[src/rtl/pkt_match_settings.svh]
// Packet matcher build constants for word layout, match fields and FIFO sizing
`ifndef PKT_MATCH_SETTINGS_SVH
`define PKT_MATCH_SETTINGS_SVH

// Bytes carried by one packet word
`define PM_WORD_BYTES 8

// Type field is 4 bytes and must sit inside a single word
`define PM_TYPE_BYTES 4

// Highest byte offset where the whole type field still fits in a word
`define PM_TYPE_MAX_OFF 4

// Symbol table size per packet
`define PM_SYM_ENTRIES 4

// Word offset counter width, saturates at the top value
`define PM_WORD_OFF_W 4

// Length field holds the index of the last valid byte
`define PM_LEN_W 3

// Buffer id width
`define PM_BUF_W 4

// FIFO entries, also the credit count after reset
`define PM_FIFO_DEPTH 8

`endif

[src/rtl/pkt_match_pkg.sv]
// Packet matcher types for stream words, symbol entries and the packet FSM
`include "pkt_match_settings.svh"

package pkt_match_pkg;

  // Field types
  typedef logic [`PM_LEN_W-1:0]              len_t;
  typedef logic [`PM_WORD_OFF_W-1:0]         word_off_t;
  typedef logic [$clog2(`PM_WORD_BYTES)-1:0] byte_off_t;
  typedef logic [`PM_BUF_W-1:0]              buf_id_t;
  typedef logic [`PM_WORD_BYTES*8-1:0]       data_t;
  typedef logic [`PM_TYPE_BYTES*8-1:0]       type_val_t;

  // One word of a packet, byte 0 in the low bits of data
  typedef struct packed {
    logic  sop;
    logic  eop;
    len_t  length;
    data_t data;
  } pkt_word_t;

  // Word plus the verdict, verdict only nonzero on the eop word
  typedef struct packed {
    pkt_word_t word;
    logic      hit;
    buf_id_t   buffer;
  } tagged_word_t;

  // One symbol table entry
  typedef struct packed {
    logic      valid;
    word_off_t word_off;
    data_t     value;
    buf_id_t   buffer;
  } sym_entry_t;

  // Packet tracking FSM
  typedef enum logic {
    IDLE      = 1'b0,
    IN_PACKET = 1'b1
  } match_state_t;

endpackage

[src/rtl/pkt_stream_ifs.sv]
// Internal links of the packet matcher, credit push path and FIFO read path

// Push channel from the matcher into the FIFO
// Source pushes only while holding a credit, one credit back per pop
interface credit_if
  import pkt_match_pkg::*;
();

  logic         push;
  tagged_word_t word;
  logic         credit_ret;

  // Producer side
  modport src (
    output push,
    output word,
    input  credit_ret
  );

  // FIFO side
  modport dst (
    input  push,
    input  word,
    output credit_ret
  );

endinterface

// Read channel from the FIFO into the egress stage
// Head is valid in the same cycle as not_empty
interface fifo_rd_if
  import pkt_match_pkg::*;
();

  logic         not_empty;
  tagged_word_t head;
  logic         pop;

  // FIFO side
  modport src (
    output not_empty,
    output head,
    input  pop
  );

  // Consumer side
  modport dst (
    input  not_empty,
    input  head,
    output pop
  );

endinterface

[src/rtl/word_matcher.sv]
// Packet word matcher with type and symbol search, packet FSM and credit counter
`include "pkt_match_settings.svh"

module word_matcher
  import pkt_match_pkg::*;
(
  input  logic                             clk_net,
  input  logic                             rst,
  input  logic                             in_vld,
  output logic                             in_rdy,
  input  pkt_word_t                        in_word,
  input  word_off_t                        type_word,
  input  byte_off_t                        type_off,
  input  type_val_t                        type_value,
  input  sym_entry_t [`PM_SYM_ENTRIES-1:0] sym,
  credit_if.src                            cq
);

  localparam int        CRED_W  = $clog2(`PM_FIFO_DEPTH + 1);
  localparam word_off_t OFF_MAX = '1;

  // Input register
  logic                             accept;
  logic                             in_vld_r;
  pkt_word_t                        in_r;
  // Settings latched with the start word
  word_off_t                        type_word_r;
  byte_off_t                        type_off_r;
  type_val_t                        type_value_r;
  sym_entry_t [`PM_SYM_ENTRIES-1:0] sym_r;
  // Packet tracking
  match_state_t                     state_r;
  match_state_t                     state_nxt;
  word_off_t                        word_off_r;
  word_off_t                        cur_off;
  logic                             pkt_word;
  logic                             drop;
  logic                             type_seen_r;
  logic                             sym_seen_r;
  buf_id_t                          buf_r;
  // Match results for the registered word
  logic [`PM_WORD_BYTES-1:0]        valid_mask;
  logic [`PM_WORD_BYTES-1:0]        type_pos;
  logic                             type_hit;
  logic                             sym_hit;
  buf_id_t                          sym_buf;
  logic                             type_acc;
  logic                             sym_acc;
  buf_id_t                          buf_acc;
  logic                             verdict;
  logic [CRED_W-1:0]                credits_r;

  // Ready while any FIFO slot is still owed to us
  assign in_rdy = (credits_r != '0);
  assign accept = in_vld & in_rdy;

  always_ff @(posedge clk_net) begin
    if (rst) begin
      in_vld_r <= 1'b0;
    end else begin
      in_vld_r <= accept;
    end
  end

  // Word and settings capture, settings only on a start word
  always_ff @(posedge clk_net) begin
    if (accept) begin
      in_r <= in_word;
    end
    if (accept && in_word.sop) begin
      type_word_r  <= type_word;
      type_off_r   <= type_off;
      type_value_r <= type_value;
      sym_r        <= sym;
    end
  end

  // A start word always opens a packet, even in the middle of one
  always_comb begin
    pkt_word  = 1'b0;
    state_nxt = state_r;
    if (in_vld_r && (in_r.sop || state_r == IN_PACKET)) begin
      pkt_word  = 1'b1;
      state_nxt = in_r.eop ? IDLE : IN_PACKET;
    end
  end

  // Stray word outside a packet
  assign drop    = in_vld_r & ~pkt_word;
  // Start word sits at offset zero
  assign cur_off = in_r.sop ? '0 : word_off_r;

  // Type search at every legal byte offset, compare only valid bytes
  always_comb begin
    for (int i = 0; i < `PM_WORD_BYTES; i++) begin
      valid_mask[i] = (i <= int'(in_r.length));
    end
    type_pos = '0;
    for (int i = 0; i <= `PM_TYPE_MAX_OFF; i++) begin
      type_pos[i] = 1'b1;
      for (int j = 0; j < `PM_TYPE_BYTES; j++) begin
        if (!valid_mask[i+j] || type_value_r[8*j +: 8] != in_r.data[8*(i+j) +: 8]) begin
          type_pos[i] = 1'b0;
        end
      end
    end
    type_hit = (cur_off == type_word_r) && (int'(type_off_r) <= `PM_TYPE_MAX_OFF) &&
               type_pos[type_off_r];
  end

  // Symbol compare on full words only, highest matching entry wins
  always_comb begin
    sym_hit = 1'b0;
    sym_buf = '0;
    for (int k = 0; k < `PM_SYM_ENTRIES; k++) begin
      if (sym_r[k].valid && sym_r[k].word_off == cur_off &&
          in_r.length == len_t'(`PM_WORD_BYTES - 1) && in_r.data == sym_r[k].value) begin
        sym_hit = 1'b1;
        sym_buf = sym_r[k].buffer;
      end
    end
  end

  // Running packet state including this word, cleared by a start word
  assign type_acc = (~in_r.sop & type_seen_r) | type_hit;
  assign sym_acc  = (~in_r.sop & sym_seen_r) | sym_hit;
  assign buf_acc  = sym_hit ? sym_buf : buf_r;
  assign verdict  = in_r.eop & type_acc & sym_acc;

  // Push every packet word the cycle after capture
  assign cq.push        = pkt_word;
  assign cq.word.word   = in_r;
  assign cq.word.hit    = verdict;
  assign cq.word.buffer = verdict ? buf_acc : '0;

  always_ff @(posedge clk_net) begin
    if (rst) begin
      state_r     <= IDLE;
      word_off_r  <= '0;
      type_seen_r <= 1'b0;
      sym_seen_r  <= 1'b0;
    end else if (pkt_word) begin
      state_r     <= state_nxt;
      // Offset holds at the top value once reached
      word_off_r  <= (cur_off == OFF_MAX) ? OFF_MAX : cur_off + 1'b1;
      type_seen_r <= type_acc;
      sym_seen_r  <= sym_acc;
    end
  end

  // Latest matching word sets the buffer id
  always_ff @(posedge clk_net) begin
    if (pkt_word) begin
      buf_r <= buf_acc;
    end
  end

  // Spend on accept, regain on FIFO pop or on a dropped word
  always_ff @(posedge clk_net) begin
    if (rst) begin
      credits_r <= CRED_W'(`PM_FIFO_DEPTH);
    end else begin
      credits_r <= credits_r - CRED_W'(accept) + CRED_W'(cq.credit_ret) + CRED_W'(drop);
    end
  end

endmodule

[src/rtl/tag_fifo.sv]
// Synchronous FIFO of tagged words that hands back one credit per pop
`include "pkt_match_settings.svh"

module tag_fifo
  import pkt_match_pkg::*;
(
  input  logic   clk_net,
  input  logic   rst,
  credit_if.dst  cq,
  fifo_rd_if.src rd
);

  localparam int DEPTH = `PM_FIFO_DEPTH;
  localparam int PTR_W = (DEPTH > 1) ? $clog2(DEPTH) : 1;
  localparam int CNT_W = $clog2(DEPTH + 1);

  // Storage and pointers
  tagged_word_t     mem [DEPTH];
  logic [PTR_W-1:0] wr_ptr_r;
  logic [PTR_W-1:0] rd_ptr_r;
  logic [CNT_W-1:0] count_r;

  // Circular increment, any depth
  function automatic logic [PTR_W-1:0] ptr_inc(input logic [PTR_W-1:0] ptr);
    ptr_inc = (ptr == PTR_W'(DEPTH - 1)) ? '0 : ptr + 1'b1;
  endfunction

  // Credits keep pushes away from a full FIFO
  always_ff @(posedge clk_net) begin
    if (cq.push) begin
      mem[wr_ptr_r] <= cq.word;
    end
  end

  always_ff @(posedge clk_net) begin
    if (rst) begin
      wr_ptr_r <= '0;
      rd_ptr_r <= '0;
      count_r  <= '0;
    end else begin
      if (cq.push) begin
        wr_ptr_r <= ptr_inc(wr_ptr_r);
      end
      if (rd.pop) begin
        rd_ptr_r <= ptr_inc(rd_ptr_r);
      end
      count_r <= count_r + CNT_W'(cq.push) - CNT_W'(rd.pop);
    end
  end

  // Head visible the cycle after the push lands
  assign rd.not_empty = (count_r != '0);
  assign rd.head      = mem[rd_ptr_r];

  // Freed slot goes straight back to the matcher
  assign cq.credit_ret = rd.pop;

endmodule

[src/rtl/egress_stage.sv]
// Output register stage with valid/ready back-pressure fed from the FIFO

module egress_stage
  import pkt_match_pkg::*;
(
  input  logic         clk_net,
  input  logic         rst,
  input  logic         out_rdy,
  output logic         out_vld,
  output tagged_word_t out_word,
  fifo_rd_if.dst       rd
);

  // Register free next edge when empty or being taken now
  logic load;

  assign load   = rd.not_empty & (~out_vld | out_rdy);
  assign rd.pop = load;

  // Valid bit
  always_ff @(posedge clk_net) begin
    if (rst) begin
      out_vld <= 1'b0;
    end else if (load) begin
      out_vld <= 1'b1;
    end else if (out_rdy) begin
      out_vld <= 1'b0;
    end
  end

  // Payload held while stalled, only a pop replaces it
  always_ff @(posedge clk_net) begin
    if (load) begin
      out_word <= rd.head;
    end
  end

endmodule

[src/rtl/pkt_match_top.sv]
// Packet matcher top level joining matcher, tag FIFO and egress register
`include "pkt_match_settings.svh"

module pkt_match_top
  import pkt_match_pkg::*;
(
  input  logic                                        clk_net,
  input  logic                                        rst,
  // Ingress stream
  input  logic                                        in_vld,
  output logic                                        in_rdy,
  input  logic                                        in_sop,
  input  logic                                        in_eop,
  input  len_t                                        in_length,
  input  data_t                                       in_data,
  // Type field settings
  input  word_off_t                                   type_word,
  input  byte_off_t                                   type_off,
  input  type_val_t                                   type_value,
  // Symbol table, entry k in slice k
  input  logic [`PM_SYM_ENTRIES-1:0]                  sym_valid,
  input  logic [`PM_SYM_ENTRIES*`PM_WORD_OFF_W-1:0]   sym_word,
  input  logic [`PM_SYM_ENTRIES*`PM_WORD_BYTES*8-1:0] sym_value,
  input  logic [`PM_SYM_ENTRIES*`PM_BUF_W-1:0]        sym_buffer,
  // Egress stream
  input  logic                                        out_rdy,
  output logic                                        out_vld,
  output logic                                        out_sop,
  output logic                                        out_eop,
  output len_t                                        out_length,
  output data_t                                       out_data,
  output logic                                        out_hit,
  output buf_id_t                                     out_buffer
);

  pkt_word_t                        in_word;
  sym_entry_t [`PM_SYM_ENTRIES-1:0] sym_cfg;
  tagged_word_t                     out_word;

  credit_if  cq_if ();
  fifo_rd_if rd_if ();

  // Pack the flat ingress fields
  assign in_word.sop    = in_sop;
  assign in_word.eop    = in_eop;
  assign in_word.length = in_length;
  assign in_word.data   = in_data;

  // Slice the flat symbol buses into entries
  for (genvar k = 0; k < `PM_SYM_ENTRIES; k++) begin : g_sym
    assign sym_cfg[k].valid    = sym_valid[k];
    assign sym_cfg[k].word_off = sym_word[k*`PM_WORD_OFF_W +: `PM_WORD_OFF_W];
    assign sym_cfg[k].value    = sym_value[k*`PM_WORD_BYTES*8 +: `PM_WORD_BYTES*8];
    assign sym_cfg[k].buffer   = sym_buffer[k*`PM_BUF_W +: `PM_BUF_W];
  end

  word_matcher u_matcher (
    .clk_net    (clk_net),
    .rst        (rst),
    .in_vld     (in_vld),
    .in_rdy     (in_rdy),
    .in_word    (in_word),
    .type_word  (type_word),
    .type_off   (type_off),
    .type_value (type_value),
    .sym        (sym_cfg),
    .cq         (cq_if.src)
  );

  tag_fifo u_fifo (
    .clk_net (clk_net),
    .rst     (rst),
    .cq      (cq_if.dst),
    .rd      (rd_if.src)
  );

  egress_stage u_egress (
    .clk_net  (clk_net),
    .rst      (rst),
    .out_rdy  (out_rdy),
    .out_vld  (out_vld),
    .out_word (out_word),
    .rd       (rd_if.dst)
  );

  // Flatten the egress register
  assign out_sop    = out_word.word.sop;
  assign out_eop    = out_word.word.eop;
  assign out_length = out_word.word.length;
  assign out_data   = out_word.word.data;
  assign out_hit    = out_word.hit;
  assign out_buffer = out_word.buffer;

endmodule

[config.mk]
export PLATFORM = sky130hd
export DESIGN_NAME = pkt_match_top
export DESIGN_NICKNAME = d
export VERILOG_FILES = /design/src/rtl/pkt_match_pkg.sv /design/src/rtl/pkt_stream_ifs.sv /design/src/rtl/word_matcher.sv /design/src/rtl/tag_fifo.sv /design/src/rtl/egress_stage.sv /design/src/rtl/pkt_match_top.sv
export VERILOG_INCLUDE_DIRS = /design/src /design/src/rtl
export SDC_FILE = /design/constraint.sdc
export NUM_CORES = 1
export LEC_CHECK = 0
export CAP_MARGIN = 20
export CORE_AREA = 2 2 263 265
export CTS_BUF_LIST = sky130_fd_sc_hd__clkbuf_8
export DETAILED_ROUTE_END_ITERATION = 8
export DIE_AREA = 0 0 265 267
export DONT_BUFFER_PORTS = 1
export PLACE_DENSITY = 0.8
export SLEW_MARGIN = 40
export SYNTH_ARGS = -nofsm -noshare
export SYNTH_HDL_FRONTEND = slang
export SYNTH_SLANG_ARGS = --single-unit
[constraint.sdc]
create_clock -name clk_net -period 21.9 [get_ports clk_net]
set_input_delay 1.095 -clock clk_net [delete_from_list [all_inputs] [get_ports clk_net]]
set_output_delay 1.095 -clock clk_net [all_outputs]
set_load 0.02 [all_outputs]
==> impl_summary.md <==
Timing
The final number of max-transition violations is 0. The achievable clock frequency is 227 MHz. Setup violations remaining at the end of the flow were counted as 0. Setup slack on the critical path of the routed design comes to roughly 17 ns. Measured against its own limit, the worst slew margin works out to between 30% and 40%. Setup repair after global routing left no endpoint under its margin. The summed negative setup slack over all endpoints is 0 ns. The final worst-path cycle share is about a fifth. For the pin with the worst max-slew slack, the measured transition is ~0.98 ns. The final hold violation count is 0. Clock skew on the completed layout was measured at between 0.03 and 0.04 ns.

The clock period could shrink to between 4 and 5 ns. The final-layout worst hold slack is between 0.3 and 0.4 ns.

Critical path
STA classifies the critical path endpoint as a register. The worst setup path category is register to register. Data on the critical path is required at its endpoint by between 20 and 25 ns.

Along the worst path, the maximum fanout reaches 13. At the worst endpoint, the arrival time is roughly 4.9 ns. The startpoint kind of the worst setup timing path is a register.

Synth
In the post-synthesis netlist, the biggest area contributors are sky130_fd_sc_hd__edfxtp_1, sky130_fd_sc_hd__mux4_2, sky130_fd_sc_hd__xnor2_1. When the netlist entered floorplanning its net count stood at about 2.7k. The warning count from the yosys run is 0.

Summed over its instances, the top area cell type makes up roughly 74% of the synthesized netlist area. The sequential-to-total area share from yosys stat is roughly 75%. Yosys mapped a number of flops with a built-in enable equal to ~1.1k. Among all flip-flop cells after synthesis, the most frequent one is sky130_fd_sc_hd__edfxtp_1. The count of different cell masters after synthesis is 65. In this run the mean area of a mapped cell was 18.9 µm².

The synthesized area is ~44,000 µm². The post-synthesis async set-or-reset flop share is 0%. The largest area contributor in the synthesized netlist is sky130_fd_sc_hd__edfxtp_1.

The synthesized design contains about 1.1k register bits. The gate count after technology mapping is ~2.3k.

Final layout
In the layout the commonest cells are sky130_fd_sc_hd__edfxtp_1, sky130_fd_sc_hd__xnor2_1, sky130_fd_sc_hd__xor2_1. The non-filler instance count after layout is ~3.5k. The most frequent standard cell in the layout excluding fill and tap cells is sky130_fd_sc_hd__edfxtp_1. The area growth from synthesis to final layout is 10.4%. The fill cell instance count of the final layout is between 4k and 5k. Of the cells placed in the final design, the portion with a size suffix greater than 1 is 21.5%.

After the last flow step, the layout net total stands at between 2k and 3k.

Power
For this design the static power due to leakage is between 15 and 20 nW. The peak supply drop is 0.0764 mV. The cell area power density is between 100 and 150 nW/µm².

Floorplan
The core region is roughly 68,000 µm². The floorplan step defined a die boundary enclosing 70,800 µm². The floorplan die width is 265 µm. Once the floorplan was initialized, standard cells occupied roughly 64% of the core. 480 I/O pins were placed.

The height of the die is roughly 270 µm. Row generation in the floorplan step produced 96 rows.

CTS
The number of setup buffers added after CTS is 0. The TritonCTS clock tree is done. The clock latency on the worst-skew pair is roughly 0.82 ns. The total clock sinks is ~1.1k. The cell sitting at the root of the clock tree is a sky130_fd_sc_hd__clkbuf_8. Buffers inserted during clock tree synthesis total between 150 and 200. No sink is reached through more buffers than the 3 on the longest clock path. The number of cells upsized or downsized after cts is 0. Clock-pin slew was measured on the worst setup and hold paths at around 0.070 ns. The number of levels the H-tree was split into is 4. For this design, the CTS-stage hold fixing added 0 buffers.

Drt
The number of detailed-routing iterations run before antenna repair is 6. In the routed layout, each cell is associated on average with a via count of 6.66. The routed layout has 23.2k vias. In the routed design, unresolved DRC markers number 0. The number of DRC markers after the initial detailed-route iteration is ~3k.

The remaining number of nets flagged by the antenna check after routing is 0. In the final routed layout, each cell accounts on average for 34.7 µm. Wires add up to between 100 and 150 mm.

Global route
For this run, the total global-route usage over all layers was measured as about 34%. The via count of the first global-routing pass is roughly 23k. The initial antenna violation count is 51. The pin count of the biggest net entering global routing is approximately 120. Summed over all layers, the global routing overflow is 0. The first global-routing pass estimated 167 mm of wire.

Status
The run finished with clean final reports.

Min path
The worst min-delay path category is input pin to register.

Job
The count of maximum capacitance violations is 0.

Place
In this run, placement finished with an instance count of around 3.1k. Timing analysis after detailed placement gives a worst setup slack of around 18 ns. At the end of routability-driven placement, the weighted congestion stood at roughly 0.97. Port buffering added 0 buffers. The HPWL after detailed placement is between 80 and 90 mm.
## stage by stage
stage          util, %  power [mW]  cell area (µm²)
4_1_cts           70.6        5.37            48000
5_1_grt           70.8        5.53            48100
3_5_place_dp      66.1        3.83            44900
3_3_place_gp      65.9        3.80            44800
2_1_floorplan        -        3.51            43700
6_report          70.9        5.35            48200
## routing by layer
layer / track usage (%) / up-vias / routed length (µm)
li1: - / 9314 / -
met5: 0 / - / 92
met1: 44.1 / 11700 / 42100
met4: 19.4 / 14 / 6590
met3: 9.95 / 332 / 14000
met2: 53.7 / 1769 / 57900
## flip-flops by register name, indices dropped and copies added (netlist names), 3 cells and up
register                flops
u_fifo.mem                592
u_matcher.sym_r           292
u_egress.out_word          74
u_matcher.cq.word          69
u_matcher.type_value_r     32
u_fifo.count_r              4
u_matcher.buf_r             4
u_matcher.credits_r         4
u_matcher.type_word_r       4
u_matcher.word_off_r        4
u_fifo.rd_ptr_r             3
u_fifo.wr_ptr_r             3
u_matcher.type_off_r        3
## worst paths after layout
kind | cells after the start | slack [ns] | endpoint | startpoint
hold reg to reg | 2 | 0.52 | u_matcher.type_seen_r | u_matcher.type_seen_r
setup / recovery | 8 | 17.50 | u_fifo.mem[6][2] | u_matcher.cq.word[56]
setup reg to reg | 8 | 17.50 | u_fifo.mem[6][2] | u_matcher.cq.word[56]
hold / removal | 1 | 0.36 | u_egress.out_vld | rst
## cells by family (layout without fill, tap and decap cells)
family	Yosys count	in the layout	synth area share (%)
DFF	1093	1093	74.6
xor gates and xnor gates	367	367	7.36
and+or+nand+nor	287	287	3.94
muxes	224	224	9.59
buffers and inverters	208	450	2.01
AOI/OAI and AO/OA	112	112	1.93
adders and majority gates	17	17	0.539
other	0	45	0
## cells in the mapped netlist (5+ instances only)
cell type,instances
sky130_fd_sc_hd__o2111ai_1,6
sky130_fd_sc_hd__o2bb2ai_1,5
sky130_fd_sc_hd__a211oi_1,5
sky130_fd_sc_hd__o22ai_1,18
sky130_fd_sc_hd__dfxtp_1,23
sky130_fd_sc_hd__nand4_1,51
sky130_fd_sc_hd__buf_1,22
sky130_fd_sc_hd__buf_2,52
sky130_fd_sc_hd__nor2b_1,26
sky130_fd_sc_hd__nor2_1,36
sky130_fd_sc_hd__nor3_1,16
sky130_fd_sc_hd__xor2_1,183
sky130_fd_sc_hd__buf_4,5
sky130_fd_sc_hd__edfxtp_1,1070
sky130_fd_sc_hd__mux4_2,148
sky130_fd_sc_hd__o21ai_0,9
sky130_fd_sc_hd__a22o_1,9
sky130_fd_sc_hd__o221ai_1,5
sky130_fd_sc_hd__a21oi_1,15
sky130_fd_sc_hd__nor4_1,66
sky130_fd_sc_hd__nand3_1,10
sky130_fd_sc_hd__nand2b_1,20
sky130_fd_sc_hd__ha_1,14
sky130_fd_sc_hd__nand2_1,29
sky130_fd_sc_hd__clkbuf_1,66
sky130_fd_sc_hd__inv_1,60
sky130_fd_sc_hd__mux2_2,74
sky130_fd_sc_hd__xnor2_1,184
sky130_fd_sc_hd__a31oi_1,5
## power breakdown
group          leakage, nW  internal, mW  switching, mW  total, mW
registers             9.97          2.57          0.238       2.81
logic                 3.75         0.426          0.554      0.981
clock network         1.79         0.780          0.777       1.56
## critical path: stages, from the launching register on
cell and delay (ns):
sky130_fd_sc_hd__edfxtp_1 0.83, sky130_fd_sc_hd__xnor2_1 0.21, sky130_fd_sc_hd__nand4_1 0.17, sky130_fd_sc_hd__nor4_2 0.87
sky130_fd_sc_hd__nand4_1 0.47, sky130_fd_sc_hd__nor4_4 0.52, sky130_fd_sc_hd__a311oi_1 0.17, sky130_fd_sc_hd__o311ai_1 0.37
sky130_fd_sc_hd__nor3b_2 0.48
## cell type report
class | count | area (µm²) | share of cell area, %
Multi-Input combinational cell | 1007 | 10300 | 21.3
Sequential cell | 1093 | 32600 | 67.6
Inverter | 61 | 229 | 0.475
Clock buffer | 171 | 2350 | 4.88
Clock inverter | 132 | 726 | 1.51
Timing Repair Buffer | 86 | 785 | 1.63
Tap cell | 882 | 1100 | 2.29
Antenna cell | 45 | 113 | 0.234
Note: power is estimated with default switching activity, not from simulation.
